<file path="config.mk">
export PLATFORM = sky130hd
export DESIGN_NAME = miniCore
export DESIGN_NICKNAME = d
export VERILOG_FILES = /design/src/miniCorePkg.sv /design/src/miniCore.sv /design/src/coreSequencer.sv /design/src/regFile.sv /design/src/aluExec.sv /design/src/insnDecoder.sv
export SDC_FILE = /design/constraint.sdc
export NUM_CORES = 2
export LEC_CHECK = 0
export BUFFER_PORTS_ARGS = -buffer_cell sky130_fd_sc_hd__buf_2
export CORE_AREA = 2 2 323 325
export DETAILED_ROUTE_END_ITERATION = 16
export DIE_AREA = 0 0 325 327
export PLACE_DENSITY_LB_ADDON = 0.2
export SLEW_MARGIN = 10
export SYNTH_ARGS = -nofsm -noshare
export SYNTH_HDL_FRONTEND = slang
export SYNTH_SLANG_ARGS = --single-unit
export TNS_END_PERCENT = 30
</file>
<file path="constraint.sdc">
create_clock -name i_clk -period 21.2 [get_ports i_clk]
set_input_delay 5.3 -clock i_clk [delete_from_list [all_inputs] [get_ports i_clk]]
set_output_delay 5.3 -clock i_clk [all_outputs]
set_load 0.01 [all_outputs]
</file>
<file path="src/miniCorePkg.sv">
`default_nettype none

package miniCorePkg;

    typedef logic [31:0] word_t;        // Data word or address
    typedef logic [3:0]  regIdx_t;      // Register index
    typedef logic signed [11:0] imm_t;  // Immediate field
    typedef logic [3:0]  aluOp_t;

    // Register indices with special meaning
    localparam regIdx_t REG_ZERO = 4'd0;
    localparam regIdx_t REG_PC   = 4'd15;

    // Opcodes, 4 and 15 reserved
    localparam aluOp_t ALU_OR   = 4'd0;
    localparam aluOp_t ALU_AND  = 4'd1;
    localparam aluOp_t ALU_ADD  = 4'd2;
    localparam aluOp_t ALU_MUL  = 4'd3;
    localparam aluOp_t ALU_SHL  = 4'd5;
    localparam aluOp_t ALU_LT   = 4'd6;
    localparam aluOp_t ALU_EQ   = 4'd7;
    localparam aluOp_t ALU_GT   = 4'd8;
    localparam aluOp_t ALU_ANDN = 4'd9;
    localparam aluOp_t ALU_XOR  = 4'd10;
    localparam aluOp_t ALU_SUB  = 4'd11;
    localparam aluOp_t ALU_XNOR = 4'd12;
    localparam aluOp_t ALU_SHR  = 4'd13;
    localparam aluOp_t ALU_NE   = 4'd14;

    typedef enum logic [1:0] {
        PH_DECODE = 2'd0,
        PH_EXEC   = 2'd1,
        PH_WRITE  = 2'd2
    } phase_t;

    typedef struct packed {
        logic    insnType;   // 0: (X op Y) + I, 1: (X op I) + Y
        logic [1:0] deref;
        regIdx_t idxZ;
        regIdx_t idxX;
        regIdx_t idxY;
        aluOp_t  op;
        imm_t    imm;
        logic    memActive;
        logic    memWrite;
        logic    regWrite;
        logic    jump;       // Register write to PC
        logic    illegal;
    } decodedInsn_t;

    typedef struct packed {
        word_t addr;
        word_t wdata;
        logic  write;
    } memReq_t;

endpackage

`default_nettype wire
</file>
<file path="src/miniCore.sv">
`default_nettype none
`timescale 1ns/1ps

module miniCore #(
    parameter miniCorePkg::word_t RESET_VECTOR = 32'd0
) (
    input  logic                 i_clk,
    input  logic                 i_reset_n,
    output miniCorePkg::word_t   o_insnAddr,
    input  miniCorePkg::word_t   i_insnData,
    output miniCorePkg::memReq_t o_memReq,
    input  miniCorePkg::word_t   i_memRData,
    output logic                 o_halted
);

    miniCorePkg::decodedInsn_t dec;
    miniCorePkg::word_t        valueX;
    miniCorePkg::word_t        valueY;
    miniCorePkg::word_t        valueZ;
    miniCorePkg::word_t        rhs;
    miniCorePkg::word_t        pc;
    miniCorePkg::word_t        regWData;
    logic                      aluLoad;
    logic                      regWrite;

    assign o_insnAddr = pc;   // Held for the whole instruction

    insnDecoder insnDecoder_inst (
        .i_insnData (i_insnData),
        .o_dec      (dec)
    );

    aluExec aluExec_inst (
        .i_clk     (i_clk),
        .i_reset_n (i_reset_n),
        .i_load    (aluLoad),
        .i_dec     (dec),
        .i_valueX  (valueX),
        .i_valueY  (valueY),
        .o_rhs     (rhs)
    );

    regFile regFile_inst (
        .i_clk     (i_clk),
        .i_reset_n (i_reset_n),
        .i_idxX    (dec.idxX),
        .i_idxY    (dec.idxY),
        .i_idxZ    (dec.idxZ),
        .i_pc      (pc),
        .i_write   (regWrite),
        .i_wdata   (regWData),
        .o_valueX  (valueX),
        .o_valueY  (valueY),
        .o_valueZ  (valueZ)
    );

    coreSequencer #(
        .RESET_VECTOR (RESET_VECTOR)
    ) coreSequencer_inst (
        .i_clk      (i_clk),
        .i_reset_n  (i_reset_n),
        .i_dec      (dec),
        .i_rhs      (rhs),
        .i_valueZ   (valueZ),
        .i_memRData (i_memRData),
        .o_pc       (pc),
        .o_aluLoad  (aluLoad),
        .o_regWrite (regWrite),
        .o_regWData (regWData),
        .o_memReq   (o_memReq),
        .o_halted   (o_halted)
    );

endmodule

`default_nettype wire

</file>
<file path="src/coreSequencer.sv">
`default_nettype none
`timescale 1ns/1ps

module coreSequencer #(
    parameter miniCorePkg::word_t RESET_VECTOR = 32'd0
) (
    input  logic                      i_clk,
    input  logic                      i_reset_n,
    input  miniCorePkg::decodedInsn_t i_dec,
    input  miniCorePkg::word_t        i_rhs,
    input  miniCorePkg::word_t        i_valueZ,
    input  miniCorePkg::word_t        i_memRData,
    output miniCorePkg::word_t        o_pc,
    output logic                      o_aluLoad,
    output logic                      o_regWrite,
    output miniCorePkg::word_t        o_regWData,
    output miniCorePkg::memReq_t      o_memReq,
    output logic                      o_halted
);

    miniCorePkg::phase_t phase;
    miniCorePkg::word_t  pc;
    miniCorePkg::word_t  wbValue;
    logic                halted;
    logic                inWrite;

    assign inWrite = (phase == miniCorePkg::PH_WRITE) && !halted;

    // Mode 01 loads from memory, otherwise the ALU result
    assign wbValue = i_dec.deref[0] ? i_memRData : i_rhs;

    assign o_pc       = pc;
    assign o_halted   = halted;
    assign o_aluLoad  = (phase == miniCorePkg::PH_EXEC) && !halted;
    assign o_regWrite = inWrite && i_dec.regWrite;
    assign o_regWData = wbValue;

    always_comb begin
        o_memReq = '0;
        if (i_dec.memActive) begin
            // Address is the result unless storing to Z
            o_memReq.addr  = i_dec.deref[0] ? i_rhs : i_valueZ;
            o_memReq.wdata = i_dec.deref[0] ? i_valueZ : i_rhs;
            o_memReq.write = inWrite && i_dec.memWrite;
        end
    end

    always_ff @(posedge i_clk) begin
        if (!i_reset_n) begin
            phase  <= miniCorePkg::PH_DECODE;
            pc     <= RESET_VECTOR;
            halted <= 1'b0;
        end else if (!halted) begin
            case (phase)
                miniCorePkg::PH_DECODE: begin
                    phase <= miniCorePkg::PH_EXEC;
                end
                miniCorePkg::PH_EXEC: begin
                    if (i_dec.illegal) begin
                        halted <= 1'b1;   // Stays put until reset
                    end else begin
                        phase <= miniCorePkg::PH_WRITE;
                    end
                end
                miniCorePkg::PH_WRITE: begin
                    pc    <= i_dec.jump ? wbValue : pc + 32'd1;
                    phase <= miniCorePkg::PH_DECODE;
                end
                default: begin
                    phase <= miniCorePkg::PH_DECODE;
                end
            endcase
        end
    end

endmodule

`default_nettype wire

</file>
<file path="src/regFile.sv">
`default_nettype none
`timescale 1ns/1ps

module regFile (
    input  logic                 i_clk,
    input  logic                 i_reset_n,
    input  miniCorePkg::regIdx_t i_idxX,
    input  miniCorePkg::regIdx_t i_idxY,
    input  miniCorePkg::regIdx_t i_idxZ,
    input  miniCorePkg::word_t   i_pc,
    input  logic                 i_write,
    input  miniCorePkg::word_t   i_wdata,
    output miniCorePkg::word_t   o_valueX,
    output miniCorePkg::word_t   o_valueY,
    output miniCorePkg::word_t   o_valueZ
);

    miniCorePkg::word_t store [1:14];
    miniCorePkg::word_t pcNext;

    assign pcNext = i_pc + 32'd1;

    function automatic miniCorePkg::word_t readReg(input miniCorePkg::regIdx_t idx);
        if (idx == miniCorePkg::REG_ZERO)
            return '0;
        else if (idx == miniCorePkg::REG_PC)
            return pcNext;    // PC reads as pc plus one
        else
            return store[idx];
    endfunction

    assign o_valueX = readReg(i_idxX);
    assign o_valueY = readReg(i_idxY);
    assign o_valueZ = readReg(i_idxZ);

    always_ff @(posedge i_clk) begin
        if (!i_reset_n) begin
            for (int i = 1; i <= 14; i++) begin
                store[i] <= '0;
            end
        end else if (i_write && i_idxZ != miniCorePkg::REG_ZERO
                     && i_idxZ != miniCorePkg::REG_PC) begin
            store[i_idxZ] <= i_wdata;   // PC writes are handled as jumps
        end
    end

endmodule

`default_nettype wire

</file>
<file path="src/aluExec.sv">
`default_nettype none
`timescale 1ns/1ps

module aluExec (
    input  logic                      i_clk,
    input  logic                      i_reset_n,
    input  logic                      i_load,
    input  miniCorePkg::decodedInsn_t i_dec,
    input  miniCorePkg::word_t        i_valueX,
    input  miniCorePkg::word_t        i_valueY,
    output miniCorePkg::word_t        o_rhs
);

    miniCorePkg::word_t immExt;
    miniCorePkg::word_t opB;      // Second operand of op
    miniCorePkg::word_t addend;   // Term added after op
    miniCorePkg::word_t opResult;
    logic signed [31:0] sX;
    logic signed [31:0] sB;

    assign immExt = {{20{i_dec.imm[11]}}, i_dec.imm};

    // Type 1 swaps roles of Y and the immediate
    assign opB    = i_dec.insnType ? immExt : i_valueY;
    assign addend = i_dec.insnType ? i_valueY : immExt;

    assign sX = i_valueX;
    assign sB = opB;

    always_comb begin
        case (i_dec.op)
            miniCorePkg::ALU_OR:   opResult = i_valueX | opB;
            miniCorePkg::ALU_AND:  opResult = i_valueX & opB;
            miniCorePkg::ALU_ADD:  opResult = i_valueX + opB;
            miniCorePkg::ALU_MUL:  opResult = i_valueX * opB;   // Low word only
            miniCorePkg::ALU_SHL:  opResult = i_valueX << opB;
            miniCorePkg::ALU_LT:   opResult = {32{sX < sB}};    // Signed compares
            miniCorePkg::ALU_EQ:   opResult = {32{i_valueX == opB}};
            miniCorePkg::ALU_GT:   opResult = {32{sX > sB}};
            miniCorePkg::ALU_ANDN: opResult = i_valueX & ~opB;
            miniCorePkg::ALU_XOR:  opResult = i_valueX ^ opB;
            miniCorePkg::ALU_SUB:  opResult = i_valueX - opB;
            miniCorePkg::ALU_XNOR: opResult = i_valueX ^~ opB;
            miniCorePkg::ALU_SHR:  opResult = i_valueX >> opB;  // Logical
            miniCorePkg::ALU_NE:   opResult = {32{i_valueX != opB}};
            default:               opResult = '0;               // Reserved codes
        endcase
    end

    // Result captured at end of execute phase
    always_ff @(posedge i_clk) begin
        if (!i_reset_n) begin
            o_rhs <= '0;
        end else if (i_load) begin
            o_rhs <= opResult + addend;
        end
    end

endmodule

`default_nettype wire

</file>
<file path="src/insnDecoder.sv">
`default_nettype none
`timescale 1ns/1ps

module insnDecoder (
    input  miniCorePkg::word_t        i_insnData,
    output miniCorePkg::decodedInsn_t o_dec
);

    logic                 insnType;
    logic [1:0]           deref;
    miniCorePkg::regIdx_t idxZ;
    logic                 illegal;
    logic                 regWrite;

    // Field extraction
    assign insnType = i_insnData[30];
    assign deref    = i_insnData[29:28];
    assign idxZ     = i_insnData[27:24];
    assign illegal  = &i_insnData;    // All ones halts the core

    // Register 0 is never written
    assign regWrite = !deref[1] && (idxZ != miniCorePkg::REG_ZERO);

    always_comb begin
        o_dec           = '0;
        o_dec.insnType  = insnType;
        o_dec.deref     = deref;
        o_dec.idxZ      = idxZ;
        o_dec.idxX      = i_insnData[23:20];
        o_dec.idxY      = i_insnData[19:16];
        o_dec.op        = i_insnData[15:12];
        o_dec.imm       = i_insnData[11:0];
        o_dec.memActive = (deref != 2'b00) && !illegal;
        o_dec.memWrite  = deref[1];
        o_dec.regWrite  = regWrite;
        o_dec.jump      = regWrite && (idxZ == miniCorePkg::REG_PC);
        o_dec.illegal   = illegal;
    end

endmodule

`default_nettype wire

</file>
Word-level counts from Yosys, hierarchy flattened
Memories as Yosys holds them, arrays and structs flattened.
Cells that the tools add are included.
Storage, ports and cells
  bits in registers: 67
  latch bits: 0
  memory bits (writable): 448
  memory bits (read-only): 0
  bits of input ports: 66
  output and inout port bits: 98
  memories: 1
Memory list
  regFile_inst.store: words 14, width 32, read ports 3, clocked after memory_dff 0, write ports 14, RTL line regFile.sv:18  | miniCorePkg::word_t store [1:14];
Cells by class
  add/subtract/negate cells: 4
  multipliers: 1
  divide/modulo/power cells: 0
  magnitude comparators: 2
  equal/unequal tests: 22
  shift operators: 2
  muxes and demuxes: 26
  bitwise gates (word level): 7
  reduce and logical (&&, ||, !) cells: 23
Operator list (number)
  one-hot mux 32 bit (14 select lines): 1
  two-way mux 32 bit: 13
  two-way mux 65 bit: 1
  adder 32 bit: 2
  bitwise AND 32 bit: 2
  == test 4 bit (second input constant): 10
  adder 32 x 1 -> 32 bit (second input constant): 1
  == test 32 bit: 1
  greater-than comparator 32 bit: 1
  < comparator 32 bit: 1
  multiplier 32 x 32 -> 32 bit: 1
  inequality test 32 bit: 1
  NOT 32 bit: 1
  OR 32 bit: 1
  AND reduction 32 bit: 1
  OR reduction 32 bit: 1
  << shifter 32 x 32 -> 32 bit: 1
  right shift 32 x 32 -> 32 bit: 1
  subtractor 32 bit: 1
  bitwise XNOR 32 bit: 1
  bitwise XOR 32 bit: 1
  logical NOT 4 bit: 4
  == test 4 x 3 -> 1 bit (second input constant): 3
  logical AND 1 bit: 9
  16 further kinds: 27

Logic depth before layout (Yosys ltp)
  depth in word-level cells: 10
  depth in mapped cells: 56

Hierarchy
Synthesis repeated with hierarchy kept, for this count alone.
Unflattened totals
  cell total of the unflattened synthesis: 6442
  area, all modules: 62583.8 µm²
By module, submodules not included
  regFile: instances 1, cells each 2320, area an instance 31473.9 µm², sequential area each 14924.3 µm²
  aluExec: instances 1, cells each 3533, area an instance 27103.5 µm², sequential area each 640.6 µm²
  coreSequencer: instances 1, cells each 539, area an instance 3646.0 µm², sequential area each 700.7 µm²
  insnDecoder: instances 1, cells each 50, area an instance 360.3 µm², sequential area each 0.0 µm²

Worst setup path after synthesis
OpenSTA, ideal clock, no wires.
  path kind: in2reg
  from: in i_insnData[16]
  to: reg aluExec_inst.o_rhs[31]
  library setup time: 0.070 ns
  arrival: 16.405 ns
  data required time: 21.130 ns
  setup slack: 4.725 ns
  cell stages on the path: 51
  path buffers: 8
  path through: buf_6 > buf_6 > buf_4 > mux4_2 > mux4_2 > nand2_1 > a21oi_1 > inv_2 > buf_2 > buf_2 > buf_2 > buf_1 > buf_2 > nor2_1 > fa_1 > inv_1 > fa_1 > inv_1 > (+15 left out) > nor2b_1 > nor2_1 > o21bai_1 > a21oi_1 > xor2_1 > o32a_1 > nand3_1 > a21oi_1 > o2111ai_2 > ha_1 > inv_1 > or3_1 > o311ai_0 > nand2_1 > o21ai_0 > a21oi_1 > xnor3_1 > a21oi_1
Between the ends
  cells in the longest elaborated chain, start to end: 8
  elaborated cells on any way between the ends: 24
  those cells by class: add/sub (3); mul (1); order compare (2); eq/ne (3); shift (2); mux (5); bitwise (6); reduce/logical (1); memory (1)
RTL lines
  start, declared: RTL line miniCore.sv:10  | input miniCorePkg::word_t i_insnData,
  memory (14 x 32 bit) / == test 4 bit (equally long branches)
  two-way mux 32 bit: RTL line regFile.sv:26  | else if (idx == miniCorePkg::REG_PC)
  two-way mux 32 bit (*): RTL line regFile.sv:24  | if (idx == miniCorePkg::REG_ZERO)
  parallel branches: the longest is 4 deep, another holds multiplier 32 x 32 -> 32 bit
  adder 32 bit (*): RTL line aluExec.sv:55  | o_rhs <= opResult + addend;
  end signal, assigned: RTL line aluExec.sv:55
  end, declared: RTL line aluExec.sv:11  | output miniCorePkg::word_t o_rhs
Every way passes the cells marked *.
A chain may end at the register's enable or synchronous reset.

Final worst setup path
  from: in i_insnData[20]
  to: reg aluExec_inst.o_rhs[30]
Between the ends
  cells in the longest elaborated chain, start to end: 6
  elaborated cells on any way between the ends: 21
  those cells by class: add/sub (3); mul (1); order compare (2); eq/ne (3); shift (2); mux (3); bitwise (5); reduce/logical (1); memory (1)
RTL lines
  memory (14 x 32 bit) / == test 4 bit (equally long branches)
  two-way mux 32 bit: RTL line regFile.sv:26
  two-way mux 32 bit (*): RTL line regFile.sv:24
  multiplier 32 x 32 -> 32 bit, or another cell as far along: RTL line aluExec.sv:35  | miniCorePkg::ALU_MUL: opResult = i_valueX * opB;
  one-hot mux 32 bit (14 select lines) (*): RTL line aluExec.sv:31  | case (i_dec.op)
  adder 32 bit (*): RTL line aluExec.sv:55
Every way passes the cells marked *; elsewhere a longest branch is shown, timed or not.

==> out/qor.yml <==
floorplan:
  initial_core_util_pct: 59.6
  rows: 118
  die_x_microns: 325
  die_h_microns: 327
  io_pins: 164
  die_area_sq_um: 106000
  core_area_sq_um: 103000
min_path:
  hp-start: "aluExec_inst.o_rhs[21]"
  whs_path_depth: 2
  worstHoldEndpoint: "aluExec_inst.o_rhs[21]"
  hp-class: "reg -> reg"
clock_network:
  cts_resized: 0
  cts_sinks: 579
  cts_tree: "yes"
  clkLatencyLatePin_ps: 680
  h-tree-depth: 3
  cts_buffers: 67
  path_clk_slew_ps: 60
  hold_buffers: 0
  post_cts_buffers: 0
  cts-root-buf: "clkbuf_16"
  clockBufferDepth: 3
finish:
  register_area_sq_um: 16700
  syn2layout_area_growth_pct: 7.31
  layout_common_cells: "nor2_1, nand2_1, inv_1"
  final_core_util_pct: 63.9
  drive_gt1_share_pct: 15.3
  layout_commonest_cell: "nor2_1"
  multi_input_area_sq_um: 40400
  fillers: 8523
  nets: 7122
sta:
  post-route-min-period_ps: 17980
  report.final.slew_viol_count: 0
  hold_viol_final: 0
  setup_viol: 0
  post-route-period-util_pct: 84.8
  clock_skew_ps: 28.3
  rsz0062_at_grt: "false"
  fmax_ghz: 0.0556
  worst_pin_slew_ps: 1390
  hold_slack_ps: 482
  fin_setup_tns_ps: 0
  slew_headroom_pct: 4.97
  finalWorstSetupSlack_ps: 3220
routing:
  wire_per_inst_microns: 34.9
  ant_nets: 0
  dr_total_vias: 56300
  drt_pre_antenna_iters: 7
  totalWireLength_microns: 274000
  via_per_inst: 7.18
  initialDrtViolationCount: 9865
  drc_errors: 0
global_route:
  grt_overflow: 0
  grt_max_degree: 84
  track_usage_pct: 51.6
  grt_pass1_vias: 54600
  antenna_found_initial: 23
  grt_pass1_wl_microns: 390000
pwr:
  seq_power_share_pct: 13.3
  power_w: 0.0104
  p_leak_nw: 27.2
  pwr-share-clk_pct: 11.2
  peakVddDrop_mv: 0.804
  p_int_w: 0.00473
  powerDensity_nw_per_um2: 157
  p_sw_share_pct: 54.3
  comb_power_share_pct: 75.5
  p_sw_w: 0.00562
run_status:
  run_status: "finished, final reports clean"
placement:
  io_buffers: 163
  routabilityCongestion: 1.08
  dp_hpwl_microns: 193000
  pre_cts_slack_ps: 2860
critical_path:
  ff2ff_setup_slack_ps: 7670
  startpoint: "i_insnData[20]"
  critical_path_class: "in -> reg"
  crit_arrival_ps: 18550
  crit_path_start_kind: "input port"
  slowest_stage: "a2111oi_0"
  crit_path_max_fanout: 67
  cpMostUsedCell: "inv_1"
  r2r_end: "aluExec_inst.o_rhs[30]"
  reg2reg_from: "coreSequencer_inst.o_pc[0]"
  worstSetupEndpointType: "register"
  critPathMaxStageDelay_ps: 1090
  reg2reg_depth: 43
  required_ps: 21770
synthesis:
  yosys.area_share.adder_pct: 18.5
  synth_xor_area_share_pct: 2.69
  ys.flop_type: "edfxtp_1"
  avgSynthCellArea_sq_um: 9.57
  netlist_area_sq_um: 61300
  netlist.top_cell.by_area: "edfxtp_1"
  yosys-mux-area-fraction_pct: 17.2
  synth-edff-count: 512
  synth_top_family_by_area: "adder cells"
  synth_top_area_share_pct: 25.1
  ys_warn_count: 0
  seq_area_frac_synth_pct: 27.3
  synth_compound_area_share_pct: 12.0
  synth_cell_types: 105
  synth_top_cells_by_area: "edfxtp_1, mux4_2, fa_1"
  ys_ff_latch: 579
  synth-async-reset-ratio_pct: 0
  yosys.area_share.simple_pct: 14.8
  postSynthCellCount: 6406
flow_run:
  maxCapViolations: 0
kinds of logic after synthesis:
group                      count (synthesis)
DFF                                      579
adders and majority gates                661
and+or+nand+nor                         2147
xor gates and xnor gates                 180
muxes                                    557
AOI/OAI and AO/OA                       1141
other                                      1
buffers and inverters                   1140
cell type report:
| cell class | count | share of cell area (%) |
|---|---|---|
| repair buffers | 356 | 3.54 |
| clock inverters | 38 | 0.628 |
| flip-flops and latches | 579 | 25.4 |
| diodes | 16 | 0.0609 |
| inverters | 641 | 3.66 |
| clock buffers | 83 | 2.64 |
| well taps | 1380 | 2.62 |
| multi-input cells | 4750 | 61.4 |
worst max-delay path by stage:
stage | to | slack (ps) | cells past startpoint
after global routing | aluExec_inst.o_rhs[31] | 2800 | 45
after floorplan | aluExec_inst.o_rhs[31] | 4730 | 51
after detailed placement | aluExec_inst.o_rhs[31] | 2860 | 42
after global placement | aluExec_inst.o_rhs[30] | 2930 | 44
final | aluExec_inst.o_rhs[30] | 3220 | 44
after CTS | aluExec_inst.o_rhs[31] | 3460 | 42
per-stage QoR:
step,cells,cell area [sq um]
5_1_grt,7829,65700
4_1_cts,7827,65700
6_report,7843,65800
2_1_floorplan,6469,61500
3_3_place_gp,7706,63600
3_5_place_dp,7706,63600
registers in the layout, summed over array words and instances (netlist names):
| signal | cells |
|---|---|
| coreSequencer_inst.o_halted | 1 |
| coreSequencer_inst.o_pc | 32 |
| aluExec_inst.o_rhs | 32 |
| coreSequencer_inst.phase | 2 |
| regFile_inst.store | 512 |
critical path, delay by kind of cell:
family                   cells  cell delay [ps]
AO/OA/AOI/OAI               12             3940
adder cells (fa/ha/maj)     10             4340
multiplexers                 2              720
XOR/XNOR                     2              440
buffers and inverters        9             2320
AND/OR/NAND/NOR              9             1390
routing by layer:
layer  wire [microns]  up-vias  track usage [%]  part of all wire, %
li1                 -    22300                -                    -
met1            86500    27100             60.0                   32
met2           115000     5230             74.0                   42
met3            41900     1664             21.1                   15
met4            30800       20             44.5                   11
met5              253        -             1.15                0.092
Yosys cell counts (25+ instances only):
| cell type | number |
|---|---|
| a211oi_1 | 56 |
| edfxtp_1 | 512 |
| mux2_2 | 35 |
| fa_1 | 411 |
| o21bai_1 | 32 |
| nor2_1 | 1013 |
| nand3_1 | 76 |
| inv_1 | 625 |
| mux4_2 | 386 |
| buf_1 | 77 |
| o211ai_1 | 59 |
| and3_1 | 27 |
| ha_1 | 250 |
| o21ai_0 | 205 |
| nor3_1 | 71 |
| o22ai_1 | 47 |
| a21boi_1 | 29 |
| nand2b_1 | 38 |
| nand2_1 | 730 |
| xnor2_1 | 121 |
| o221ai_1 | 43 |
| buf_2 | 65 |
| xor2_1 | 53 |
| a21o_1 | 42 |
| nor2b_1 | 44 |
| a31oi_1 | 46 |
| clkbuf_1 | 311 |
| dfxtp_1 | 67 |
| a21oi_1 | 346 |
| mux2i_1 | 132 |
| nor4_1 | 25 |
power by group through the flow:
stage	Sequential [W]	Combinational [W]	Clock, W
finish	0.00138	0.00782	0.00115
CTS	0.00137	0.00743	0.00114
floorplan	0.00136	0.00481	0
detailed placement	0.00140	0.00739	0
global route	0.00138	0.00815	0.00119
global placement	0.00139	0.00732	0
Note: power is estimated with default switching activity, not from simulation.
